**config.mk**
```make
export PLATFORM = sky130hd
export DESIGN_NAME = fetch_unit
export DESIGN_NICKNAME = d
export VERILOG_FILES = /design/src/design/fetch_pkg.sv /design/src/design/fetch_sub_if.sv /design/src/design/fetch_fifo.sv /design/src/design/fetch_pc_stage.sv /design/src/design/scratch_fetch_unit.sv /design/src/design/ext_fetch_port.sv /design/src/design/fetch_unit.sv
export VERILOG_INCLUDE_DIRS = /design/src /design/src/include
export SDC_FILE = /design/constraint.sdc
export NUM_CORES = 2
export LEC_CHECK = 0
export ABC_AREA = 0
export BUFFER_PORTS_ARGS = -buffer_cell sky130_fd_sc_hd__buf_2
export CAP_MARGIN = 20
export CELL_PAD_IN_SITES_DETAIL_PLACEMENT = 1
export CELL_PAD_IN_SITES_GLOBAL_PLACEMENT = 1
export CORE_MARGIN = 1
export CORE_UTILIZATION = 45
export DETAILED_ROUTE_END_ITERATION = 10
export PLACE_DENSITY = 0.73
export SYNTH_ARGS = -nofsm -noshare
export SYNTH_HDL_FRONTEND = slang
export SYNTH_HIERARCHICAL = 1
export SYNTH_SLANG_ARGS = --single-unit
```
**constraint.sdc**
```tcl
create_clock -name clk -period 5 [get_ports clk]
set_input_delay 0.5 -clock clk [delete_from_list [all_inputs] [get_ports clk]]
set_output_delay 0.5 -clock clk [all_outputs]
set_load 0.03 [all_outputs]
```
**src/include/fetch_cfg.svh**
```systemverilog
// Build-time configuration for the fetch subsystem, included by the package and the RTL
`ifndef FETCH_CFG_SVH
`define FETCH_CFG_SVH

// Width of every fetch address and pc
`define FETCH_ADDR_W 32

// First fetch address out of reset
`define FETCH_RESET_VEC 32'h0000_0000

// Instruction buffer entries, also the cap on fetches in flight
`define FETCH_BUF_DEPTH 4

// On-chip scratch memory size in 32-bit words
`define SCRATCH_WORDS 64

// Word address width of the scratch memory
`define SCRATCH_AW 6

// Byte addresses below this go to the scratch memory
`define SCRATCH_LIMIT (`SCRATCH_WORDS * 4)

`endif

```
**src/design/fetch_pkg.sv**
```systemverilog
// Fetch types shared by the pc stage, the tracking FIFO and the instruction buffer
`include "fetch_cfg.svh"

package fetch_pkg;

    // Which memory sub-unit serves a fetch
    typedef enum logic [0:0] {
        SUB_SCRATCH = 1'b0,
        SUB_EXT     = 1'b1
    } sub_id_t;

    // Instruction buffer entry
    typedef struct packed {
        logic [31:0]               inst;
        logic [`FETCH_ADDR_W-1:0]  pc;
    } fetch_entry_t;

    // Tracking entry for a fetch in flight
    // pc rides along so the returned word can be paired with it
    typedef struct packed {
        sub_id_t                   id;
        logic [`FETCH_ADDR_W-1:0]  pc;
    } fetch_tag_t;

endpackage

```
**src/design/fetch_sub_if.sv**
```systemverilog
// Request and return signals between the pc stage and one memory sub-unit
`timescale 1ns/100ps
`include "fetch_cfg.svh"

interface fetch_sub_if;

    // Stage to sub-unit
    logic                      new_request;
    logic [`FETCH_ADDR_W-1:0]  addr;
    logic                      flush;

    // Sub-unit to stage
    logic                      ready;
    logic                      data_valid;
    logic [31:0]               data_out;

    modport stage (
        output new_request, addr, flush,
        input  ready, data_valid, data_out
    );

    modport unit (
        input  new_request, addr, flush,
        output ready, data_valid, data_out
    );

endinterface

```
**src/design/fetch_fifo.sv**
```systemverilog
// Small synchronous FIFO for any payload type, used for fetch tracking and the instruction buffer
`timescale 1ns/100ps

module fetch_fifo #(
    parameter type payload_t = logic [31:0],
    parameter int  DEPTH     = 4
) (
    input  logic     clk,
    input  logic     flush,
    input  logic     push,
    input  payload_t data_in,
    input  logic     pop,
    output payload_t data_out,
    output logic     valid
);

    localparam int PTR_W = (DEPTH > 1) ? $clog2(DEPTH) : 1;
    localparam int CNT_W = $clog2(DEPTH + 1);

    payload_t         entries [DEPTH];
    logic [PTR_W-1:0] rd_ptr;
    logic [PTR_W-1:0] wr_ptr;
    logic [CNT_W-1:0] count;
    logic             do_pop;

    // Wraps at DEPTH so non power of two depths work too
    function automatic logic [PTR_W-1:0] ptr_inc(input logic [PTR_W-1:0] ptr);
        if (ptr == PTR_W'(DEPTH - 1)) begin
            return '0;
        end
        return ptr + 1'b1;
    endfunction

    assign do_pop = pop & valid;

    always_ff @(posedge clk) begin
        if (flush) begin
            rd_ptr <= '0;
            wr_ptr <= '0;
            count  <= '0;
        end else begin
            if (push) begin
                wr_ptr <= ptr_inc(wr_ptr);
            end
            if (do_pop) begin
                rd_ptr <= ptr_inc(rd_ptr);
            end
            count <= count + CNT_W'(push) - CNT_W'(do_pop);
        end
    end

    always_ff @(posedge clk) begin
        if (push) begin
            entries[wr_ptr] <= data_in;
        end
    end

    assign valid    = (count != '0);
    assign data_out = entries[rd_ptr];

endmodule

```
**src/design/fetch_pc_stage.sv**
```systemverilog
// Fetch pc register, next-address choice, slot accounting and request issue to the sub-units
`timescale 1ns/100ps
`include "fetch_cfg.svh"

module fetch_pc_stage
    import fetch_pkg::*;
(
    input  logic                      clk,
    input  logic                      flush_or_rst,
    input  logic                      redirect,
    input  logic [`FETCH_ADDR_W-1:0]  redirect_pc,
    input  logic                      inst_pop,
    output logic                      id_push,
    output sub_id_t                   id_in,
    output logic [`FETCH_ADDR_W-1:0]  fetch_pc,
    fetch_sub_if.stage                scratch,
    fetch_sub_if.stage                ext
);

    localparam int SLOT_W = $clog2(`FETCH_BUF_DEPTH + 1);

    logic [`FETCH_ADDR_W-1:0] pc;
    logic [`FETCH_ADDR_W-1:0] next_pc;
    logic [SLOT_W-1:0]        free_slots;
    logic                     flush;
    logic                     sel_ext;
    logic                     units_ready;
    logic                     slot_free;
    logic                     issue;

    ////////////////////////////////////////////////////////////////////////////
    // Program counter

    // Redirect beats sequential
    assign next_pc = redirect ? redirect_pc : pc + `FETCH_ADDR_W'(4);

    always_ff @(posedge clk) begin
        if (flush_or_rst) begin
            pc <= `FETCH_RESET_VEC;
        end else if (redirect | issue) begin
            pc <= {next_pc[`FETCH_ADDR_W-1:2], 2'b00};
        end
    end

    ////////////////////////////////////////////////////////////////////////////
    // Issue control

    assign flush       = flush_or_rst | redirect;
    assign units_ready = scratch.ready & ext.ready;
    assign slot_free   = (free_slots != '0);

    // Stale pc during a flush, so hold off
    assign issue = units_ready & slot_free & ~flush;

    // Counts buffer entries plus fetches in flight against the depth
    always_ff @(posedge clk) begin
        if (flush) begin
            free_slots <= SLOT_W'(`FETCH_BUF_DEPTH);
        end else begin
            free_slots <= free_slots - SLOT_W'(issue) + SLOT_W'(inst_pop);
        end
    end

    // Address decode
    assign sel_ext = (pc >= `FETCH_ADDR_W'(`SCRATCH_LIMIT));

    ////////////////////////////////////////////////////////////////////////////
    // Sub-unit requests and tracking

    assign scratch.new_request = issue & ~sel_ext;
    assign scratch.addr        = pc;
    assign scratch.flush       = flush;

    assign ext.new_request = issue & sel_ext;
    assign ext.addr        = pc;
    assign ext.flush       = flush;

    assign id_push  = issue;
    assign id_in    = sel_ext ? SUB_EXT : SUB_SCRATCH;
    assign fetch_pc = pc;

endmodule

```
**src/design/scratch_fetch_unit.sv**
```systemverilog
// On-chip instruction scratch memory with a load port and a one-cycle fetch read
`timescale 1ns/100ps
`include "fetch_cfg.svh"

module scratch_fetch_unit (
    input  logic                    clk,
    input  logic                    flush_or_rst,
    input  logic                    load_en,
    input  logic [`SCRATCH_AW-1:0]  load_addr,
    input  logic [31:0]             load_data,
    fetch_sub_if.unit               sub
);

    logic [31:0]            mem [`SCRATCH_WORDS];
    logic [31:0]            rd_data;
    logic [`SCRATCH_AW-1:0] rd_addr;
    logic                   data_valid_r;

    // Word index out of the byte address
    assign rd_addr = sub.addr[`SCRATCH_AW+1:2];

    always_ff @(posedge clk) begin
        if (load_en) begin
            mem[load_addr] <= load_data;
        end
    end

    always_ff @(posedge clk) begin
        if (sub.new_request) begin
            rd_data <= mem[rd_addr];
        end
    end

    // A request that meets a flush never returns
    always_ff @(posedge clk) begin
        if (flush_or_rst) begin
            data_valid_r <= 1'b0;
        end else begin
            data_valid_r <= sub.new_request & ~sub.flush;
        end
    end

    // Single cycle memory never stalls
    assign sub.ready      = 1'b1;
    assign sub.data_valid = data_valid_r;
    assign sub.data_out   = rd_data;

endmodule

```
**src/design/ext_fetch_port.sv**
```systemverilog
// Fetch sub-unit that runs each request as a four-phase req/ack transaction to outside memory
`timescale 1ns/100ps
`include "fetch_cfg.svh"

module ext_fetch_port (
    input  logic                      clk,
    input  logic                      flush_or_rst,
    input  logic                      mem_ack,
    input  logic [31:0]               mem_data,
    output logic                      mem_req,
    output logic [`FETCH_ADDR_W-1:0]  mem_addr,
    fetch_sub_if.unit                 sub
);

    typedef enum logic [1:0] {
        ST_IDLE,
        ST_REQ,
        ST_ACK_LOW
    } port_state_t;

    port_state_t              state;
    logic [`FETCH_ADDR_W-1:0] addr_q;
    logic [31:0]              data_q;
    logic                     discard;
    logic                     data_valid_r;
    logic                     accept;
    logic                     ack_seen;
    logic                     ack_released;

    assign accept       = (state == ST_IDLE) & sub.new_request;
    assign ack_seen     = (state == ST_REQ) & mem_ack;
    assign ack_released = (state == ST_ACK_LOW) & ~mem_ack;

    ////////////////////////////////////////////////////////////////////////////
    // Handshake FSM

    always_ff @(posedge clk) begin
        if (flush_or_rst) begin
            state        <= ST_IDLE;
            data_valid_r <= 1'b0;
        end else begin
            data_valid_r <= 1'b0;
            case (state)
                ST_IDLE: begin
                    if (sub.new_request) begin
                        state <= ST_REQ;
                    end
                end
                ST_REQ: begin
                    if (mem_ack) begin
                        state        <= ST_ACK_LOW;
                        data_valid_r <= ~discard & ~sub.flush;
                    end
                end
                ST_ACK_LOW: begin
                    // Next req only after ack has dropped
                    if (~mem_ack) begin
                        state <= ST_IDLE;
                    end
                end
                default: state <= ST_IDLE;
            endcase
        end
    end

    // Flush mid-transaction; the handshake still finishes but its word is dropped
    always_ff @(posedge clk) begin
        if (flush_or_rst) begin
            discard <= 1'b0;
        end else if (ack_released) begin
            discard <= 1'b0;
        end else if (sub.flush && state != ST_IDLE) begin
            discard <= 1'b1;
        end
    end

    ////////////////////////////////////////////////////////////////////////////
    // Address and returned word

    always_ff @(posedge clk) begin
        if (accept) begin
            addr_q <= sub.addr;
        end
        if (ack_seen) begin
            data_q <= mem_data;
        end
    end

    assign mem_req  = (state == ST_REQ);
    assign mem_addr = addr_q;

    assign sub.ready      = (state == ST_IDLE);
    assign sub.data_valid = data_valid_r;
    assign sub.data_out   = data_q;

endmodule

```
**src/design/fetch_unit.sv**
```systemverilog
// Instruction fetch top level; connects pc stage, sub-units and FIFOs behind plain ports
`timescale 1ns/100ps
`include "fetch_cfg.svh"

module fetch_unit
    import fetch_pkg::*;
(
    input  logic                      clk,
    input  logic                      flush_or_rst,
    input  logic                      redirect,
    input  logic [`FETCH_ADDR_W-1:0]  redirect_pc,
    input  logic                      load_en,
    input  logic [`SCRATCH_AW-1:0]    load_addr,
    input  logic [31:0]               load_data,
    input  logic                      mem_ack,
    input  logic [31:0]               mem_data,
    input  logic                      inst_pop,
    output logic                      mem_req,
    output logic [`FETCH_ADDR_W-1:0]  mem_addr,
    output logic                      inst_valid,
    output logic [31:0]               inst,
    output logic [`FETCH_ADDR_W-1:0]  inst_pc
);

    fetch_sub_if scratch_sub ();
    fetch_sub_if ext_sub ();

    logic                     fifo_flush;
    logic                     id_push;
    sub_id_t                  id_in;
    logic [`FETCH_ADDR_W-1:0] fetch_pc;
    fetch_tag_t               tag_in;
    fetch_tag_t               tag_out;
    logic                     tag_valid;
    logic                     ret_valid;
    fetch_entry_t             ret_entry;
    fetch_entry_t             buf_out;

    assign fifo_flush = flush_or_rst | redirect;

    ////////////////////////////////////////////////////////////////////////////
    // Stages

    fetch_pc_stage pc_stage (
        .clk          (clk),
        .flush_or_rst (flush_or_rst),
        .redirect     (redirect),
        .redirect_pc  (redirect_pc),
        .inst_pop     (inst_pop),
        .id_push      (id_push),
        .id_in        (id_in),
        .fetch_pc     (fetch_pc),
        .scratch      (scratch_sub.stage),
        .ext          (ext_sub.stage)
    );

    scratch_fetch_unit scratch_unit (
        .clk          (clk),
        .flush_or_rst (flush_or_rst),
        .load_en      (load_en),
        .load_addr    (load_addr),
        .load_data    (load_data),
        .sub          (scratch_sub.unit)
    );

    ext_fetch_port ext_port (
        .clk          (clk),
        .flush_or_rst (flush_or_rst),
        .mem_ack      (mem_ack),
        .mem_data     (mem_data),
        .mem_req      (mem_req),
        .mem_addr     (mem_addr),
        .sub          (ext_sub.unit)
    );

    ////////////////////////////////////////////////////////////////////////////
    // In-order return tracking

    assign tag_in = '{id: id_in, pc: fetch_pc};

    fetch_fifo #(
        .payload_t (fetch_tag_t),
        .DEPTH     (2)
    ) id_fifo (
        .clk      (clk),
        .flush    (fifo_flush),
        .push     (id_push),
        .data_in  (tag_in),
        .pop      (ret_valid),
        .data_out (tag_out),
        .valid    (tag_valid)
    );

    // Head tag names the unit that answers next
    assign ret_valid      = (scratch_sub.data_valid | ext_sub.data_valid) & tag_valid;
    assign ret_entry.inst = (tag_out.id == SUB_EXT) ? ext_sub.data_out : scratch_sub.data_out;
    assign ret_entry.pc   = tag_out.pc;

    fetch_fifo #(
        .payload_t (fetch_entry_t),
        .DEPTH     (`FETCH_BUF_DEPTH)
    ) inst_buf (
        .clk      (clk),
        .flush    (fifo_flush),
        .push     (ret_valid),
        .data_in  (ret_entry),
        .pop      (inst_pop),
        .data_out (buf_out),
        .valid    (inst_valid)
    );

    assign inst    = buf_out.inst;
    assign inst_pc = buf_out.pc;

endmodule

```
# After elaboration in Yosys (flattened, before gate mapping)
# Memories as Yosys holds them, arrays and structs flattened. A register that Yosys moved wholly into a read port is not among the register bits.
# Index checks and enable logic that the tools add are counted.
[op_classes]
n_addsub = 11
n_lt_le_gt_ge = 1
n_eq_ne = 7
muxes = 37
n_bitwise = 20
reduce_logical = 9
[op_table]
columns = ["cell", "n"]
rows = [
  ["32-bit 2-to-1 mux", 2],
  ["32-bit by 3-bit adder with 32-bit output, second input constant", 1],
  ["32-bit by 9-bit greater-or-equal comparator with 1-bit output, second input constant", 1],
  ["1-bit 2-to-1 mux", 25],
  ["2-bit 2-to-1 mux", 9],
  ["1-bit AND", 12],
  ["3-bit by 1-bit adder with 3-bit output", 2],
  ["2-bit == test, second input constant", 3],
  ["2-bit one-hot mux with 3 select lines", 1],
  ["3-bit nonzero test", 2],
  ["3-bit by 1-bit subtractor with 3-bit output", 2],
  ["1-bit inverter", 5],
  ["2-bit by 1-bit adder with 2-bit output, second input constant", 2],
  ["2-bit inequality test, second input constant", 2],
  ["2-bit nonzero test", 2],
  ["1-bit OR", 3],
  ["3-bit AND reduction", 1],
  ["3-bit OR reduction", 1],
  ["1-bit adder, second input constant", 2],
  ["2-bit by 1-bit adder with 2-bit output", 1],
  ["2-bit by 1-bit == test with 1-bit output, second input constant", 1],
  ["2-bit zero test", 1],
  ["2-bit by 1-bit inequality test with 1-bit output, second input constant", 1],
  ["2-bit OR reduction", 1],
  ["other kinds (2)", 2],
]
[totals]
ff_bits = 111
ramBits = 2366
inputBits = 108
n_memories = 3
[memory_table]
columns = ["memory", "depth", "width", "read_ports", "rd_ports_with_merged_regs", "wr", "line", "text"]
rows = [
  ["scratch_unit.mem", 64, 32, 1, 1, 1, "scratch_fetch_unit.sv:14", "logic [31:0] mem [`SCRATCH_WORDS];"],
  ["inst_buf.entries", 4, 64, 1, 1, 1, "fetch_fifo.sv:20", "payload_t entries [DEPTH];"],
  ["id_fifo.entries", 2, 31, 1, 1, 1, "fetch_fifo.sv:20", ""],
]

# Longest topological paths before layout
[depth]
ltp_word = 8
mapped_depth = 11
mapped_depth_nobuf = 11

# Modules after synthesis
# Netlist, hierarchy kept.
[modules_own_cells]
columns = ["mod", "n_inst", "cells_each", "area_per_inst_um2", "seq_area_each_um2"]
rows = [
  ["scratch_fetch_unit", 1, 3414, 78823.1, 62479.9],
  ["fetch_fifo (inst_buf)", 1, 378, 9775.6, 7867.5],
  ["fetch_fifo (id_fifo)", 1, 125, 2773.9, 2082.0],
  ["fetch_pc_stage", 1, 334, 2605.0, 660.6],
  ["ext_fetch_port", 1, 83, 2105.8, 2001.9],
  ["fetch_unit", 1, 38, 558.0, 0.0],
]

# Least setup slack after synthesis
# OpenSTA, ideal clock, no wires.
[synth_path]
path_kind = "input to register"
startpoint = "input port load_addr[3]"
endpoint = "memory scratch_unit.mem[48][0], enable pin"
arrival_time_ps = 3199
required_ps = 4539
path_slack_ps = 1340
cell_stages = 4
n_path_buf = 1
path_cell_list = "clkbuf_1 > nor2b_1 > nand4b_1 > nor3_1"
[synth_lines]
columns = ["item", "line", "text"]
rows = [
  ["start: declaration", "fetch_unit.sv:13", "input logic [`SCRATCH_AW-1:0] load_addr,"],
  ["end: declaration", "scratch_fetch_unit.sv:14", ""],
]
# No word-level cell before the write port.

==> parameters.txt <==
Parameter                              Value

Clock tree
  Post-CTS repair timing setup buffer count ... 0
  Clock tree sinks ... 2518
  Number of gates resized after CTS ... 0
  Number of buffers created by CTS ... 233
  CTS clk-pin slew, worst paths ... 60 ps
  Root cell of the clock tree ... sky130_fd_sc_hd__clkbuf_16
  Worst-Skew Late Latency ... 880 ps
  CTS H-Tree Depth ... 4
  Max clock buf depth ... 3
  Hold-fix buffers, CTS ... 59
  TritonCTS clock tree ... built

Setup path
  Critical path data arrival time ... 2960 ps
  Required time worst endpoint ... about 4500 ps
  Launching element type of the critical path ... register
  Kind of critical path ... reg -> out
  Delay contributed by the slowest stage of the critical path ... 820 ps
  Standard cell with the maximum stage delay on the critical path ... sky130_fd_sc_hd__dfxtp_4
  Crit path capture type ... output pin
  Beginning of the worst register-to-register path ... pc_stage/ext.addr[2]$_SDFFE_PP0P_
  Crit-path cells ... buf_12, mux4_1, buf_2
  Peak fanout along the critical path ... 33

Timing
  Ratio of final minimum period to clock period ... 69.2%
  FMAX ... just under 0.3 GHz
  Worst slew margin relative to its limit ... between 15 and 20%
  Setup TNS ... 0 ps
  Slew at the pin closest to its max-slew limit ... 1200 ps
  Final Max Tran Viols ... 0
  Final hold violation count ... 0
  Final setup violating endpoints ... 0
  Time the final worst path needs with I/O delays and setup ... 3460 ps
  RSZ-0062 raised after global routing ... no
  Clk_skew ... 36.1 ps

Final layout
  Fin cells ... 7785
  Final core utilization ... between 50% and 60%
  Number of nets at the end of the flow ... between 4k and 5k
  Area taken by flip-flops and latches ... between 70000 and 80000 um^2
  Area added between synthesis and finish ... 14.0%
  Area used by multi-input combinational logic ... about 20000 um^2
  Filler Cells Inserted ... 18.6k
  Ratio of cells with drive above 1 in the final layout ... 29.5%

Placement
  Routability cong. ... a little over 0.8
  Quantity of I/O buffers inserted on ports ... 203
  DPL Wire Length ... ~150 mm
  Placed Cells incl. Taps ... around 7.3k

Drt
  Total wire length after detailed routing ... 250 mm
  Detailed Routing Iterations Pass 1 ... 5
  Via Count ... 48.0k
  Mean routed wirelength per cell ... 32.1 um
  Post-route antenna net violation count ... 0
  DRT iter0 DRCs ... 6244
  Residual DRC ... 0
  Vias per std cell ... a little over 6

Worst hold path
  Hold path startpoint ... load_data[9]
  Path class of the lowest-slack min-delay path ... in -> reg

Logic synthesis
  Cells after synthesis ... 4346
  Netlist Area Pre-Place ... approximately 96000 um^2
  Yosys warnings ... 6
  Post-synthesis area per instance ... 22.2 um^2

Die
  X dimension of the die ... 465 um
  IO Pins ... 206
  Core area ... 213000 um^2
  Die Y-Extent ... ~460 um
  Die area ... 216000 um^2
  Initial core utilization ... ~45%
  Number of rows in the core area ... around 170

Run status
  Run status ... finished, final reports clean

Pwr
  Power share of the combinational group ... 5.7%
  Share of total power in sequential cells ... 53.9%
  Worst supply voltage drop on vdd ... 357 uV
  Proportion of power drawn by the clock network ... 40.3%
  Standby leakage power ... 34.0 nW
  Switching share of total power ... 21.6%
  Net switching component of the power ... approximately 9.4 mW
  Total chip power ... around 43 mW
  Power density over the cells ... 395 nW/um^2
  Internal power component ... 34.1 mW

Global route
  Largest net degree at the start of global routing ... 95
  Total routing resource utilization after global routing ... 22.9%
  GRT overflow ... 0
  Via count of the first global-routing pass ... 49.5k
  Global-route wire length before repair ... 357 mm
  Initial antenna violation count ... 23

Job
  Max-cap check violation count ... 0
-- cells in the final DEF, fill, tap and decap left out, types with 35 or more instances in the layout --
master,count
sky130_fd_sc_hd__buf_4,140
sky130_fd_sc_hd__buf_2,203
sky130_fd_sc_hd__dlygate4sd3_1,66
sky130_fd_sc_hd__clkbuf_1,44
sky130_fd_sc_hd__nand4_1,71
sky130_fd_sc_hd__clkinv_2,48
sky130_fd_sc_hd__clkinv_1,56
sky130_fd_sc_hd__o22ai_1,63
sky130_fd_sc_hd__buf_12,48
sky130_fd_sc_hd__o221ai_1,51
sky130_fd_sc_hd__nand3_1,83
sky130_fd_sc_hd__nor2_4,64
sky130_fd_sc_hd__nand2_1,111
sky130_fd_sc_hd__a22oi_1,60
sky130_fd_sc_hd__dfxtp_1,44
sky130_fd_sc_hd__nor2_1,36
sky130_fd_sc_hd__clkbuf_16,240
sky130_fd_sc_hd__mux2_4,60
sky130_fd_sc_hd__edfxtp_1,2466
sky130_fd_sc_hd__mux4_2,569
sky130_fd_sc_hd__and3_1,35
-- per-layer routing --
layer / global-route usage [%] / share of wire (%) / vias to the layer above
li1: - / - / 19200
met1: 33.2 / 41 / 25900
met2: 36.9 / 49 / 2596
met3: 3.70 / 9.0 / 310
met4: 4.99 / 1.7 / 8
met5: 0 / 0.020 / -
-- stage by stage --
step,worst slack [ps],cell area [um^2],hold WS (ps)
after floorplan,1340,96500,439
after global placement,1570,101000,458
after detailed placement,1610,101000,467
after CTS,1380,109000,38.9
after global routing,1340,110000,-0.375
final,1540,110000,20.4
-- worst max-delay path: cells and delay by family (launching register included) --
kind,cells,cell delay (ps)
buf+inv,2,560
flops,1,820
mux,1,650
-- path summary, 6_finish.rpt --
check                                            to  slack (ps)  depth (start not counted)
max                                        inst[31]        1540                          3
min               scratch_unit/mem[37][9]$_DFFE_PP_          20                          1
max reg2reg  scratch_unit/sub.data_out[5]$_DFFE_PP_        1610                          6
min reg2reg      ext_port/sub.data_valid$_SDFF_PP0_         470                          1
-- power groups by stage --
stage | Clock (mW) | Sequential [mW] | Combinational, mW
6_report | 17.5 | 23.4 | 2.49
3_5_place_dp | 0 | 23.9 | 2.37
3_3_place_gp | 0 | 23.9 | 2.29
4_1_cts | 17.8 | 23.5 | 2.42
2_1_floorplan | 0 | 23.8 | 1.42
5_1_grt | 18.4 | 23.4 | 2.62
-- area by class of cell --
type,instances,share of cell area [%]
antenna,2,0.00455
clock buffer,287,5.65
clock inverter,144,1.17
inverter,22,0.0751
multi-input combinational,1532,18.2
sequential,2518,68.3
tap,2821,3.21
timing repair buffer,459,3.39
-- flip-flops by register name, summed over array words and instances (netlist names), named ones only --
signal                       flops
scratch_unit/mem              2048
inst_buf/entries               256
id_fifo/entries                 66
ext_port/mem_addr               32
ext_port/sub.data_out           32
scratch_unit/sub.data_out       32
pc_stage/ext.addr               30
inst_buf/count                   3
pc_stage/free_slots              3
ext_port/state                   2
id_fifo/count                    2
inst_buf/rd_ptr                  2
inst_buf/wr_ptr                  2
ext_port/discard                 1
ext_port/sub.data_valid          1
id_fifo/rd_ptr                   1
id_fifo/wr_ptr                   1
scratch_unit/sub.data_valid      1
(Power assumes the default switching activity.)
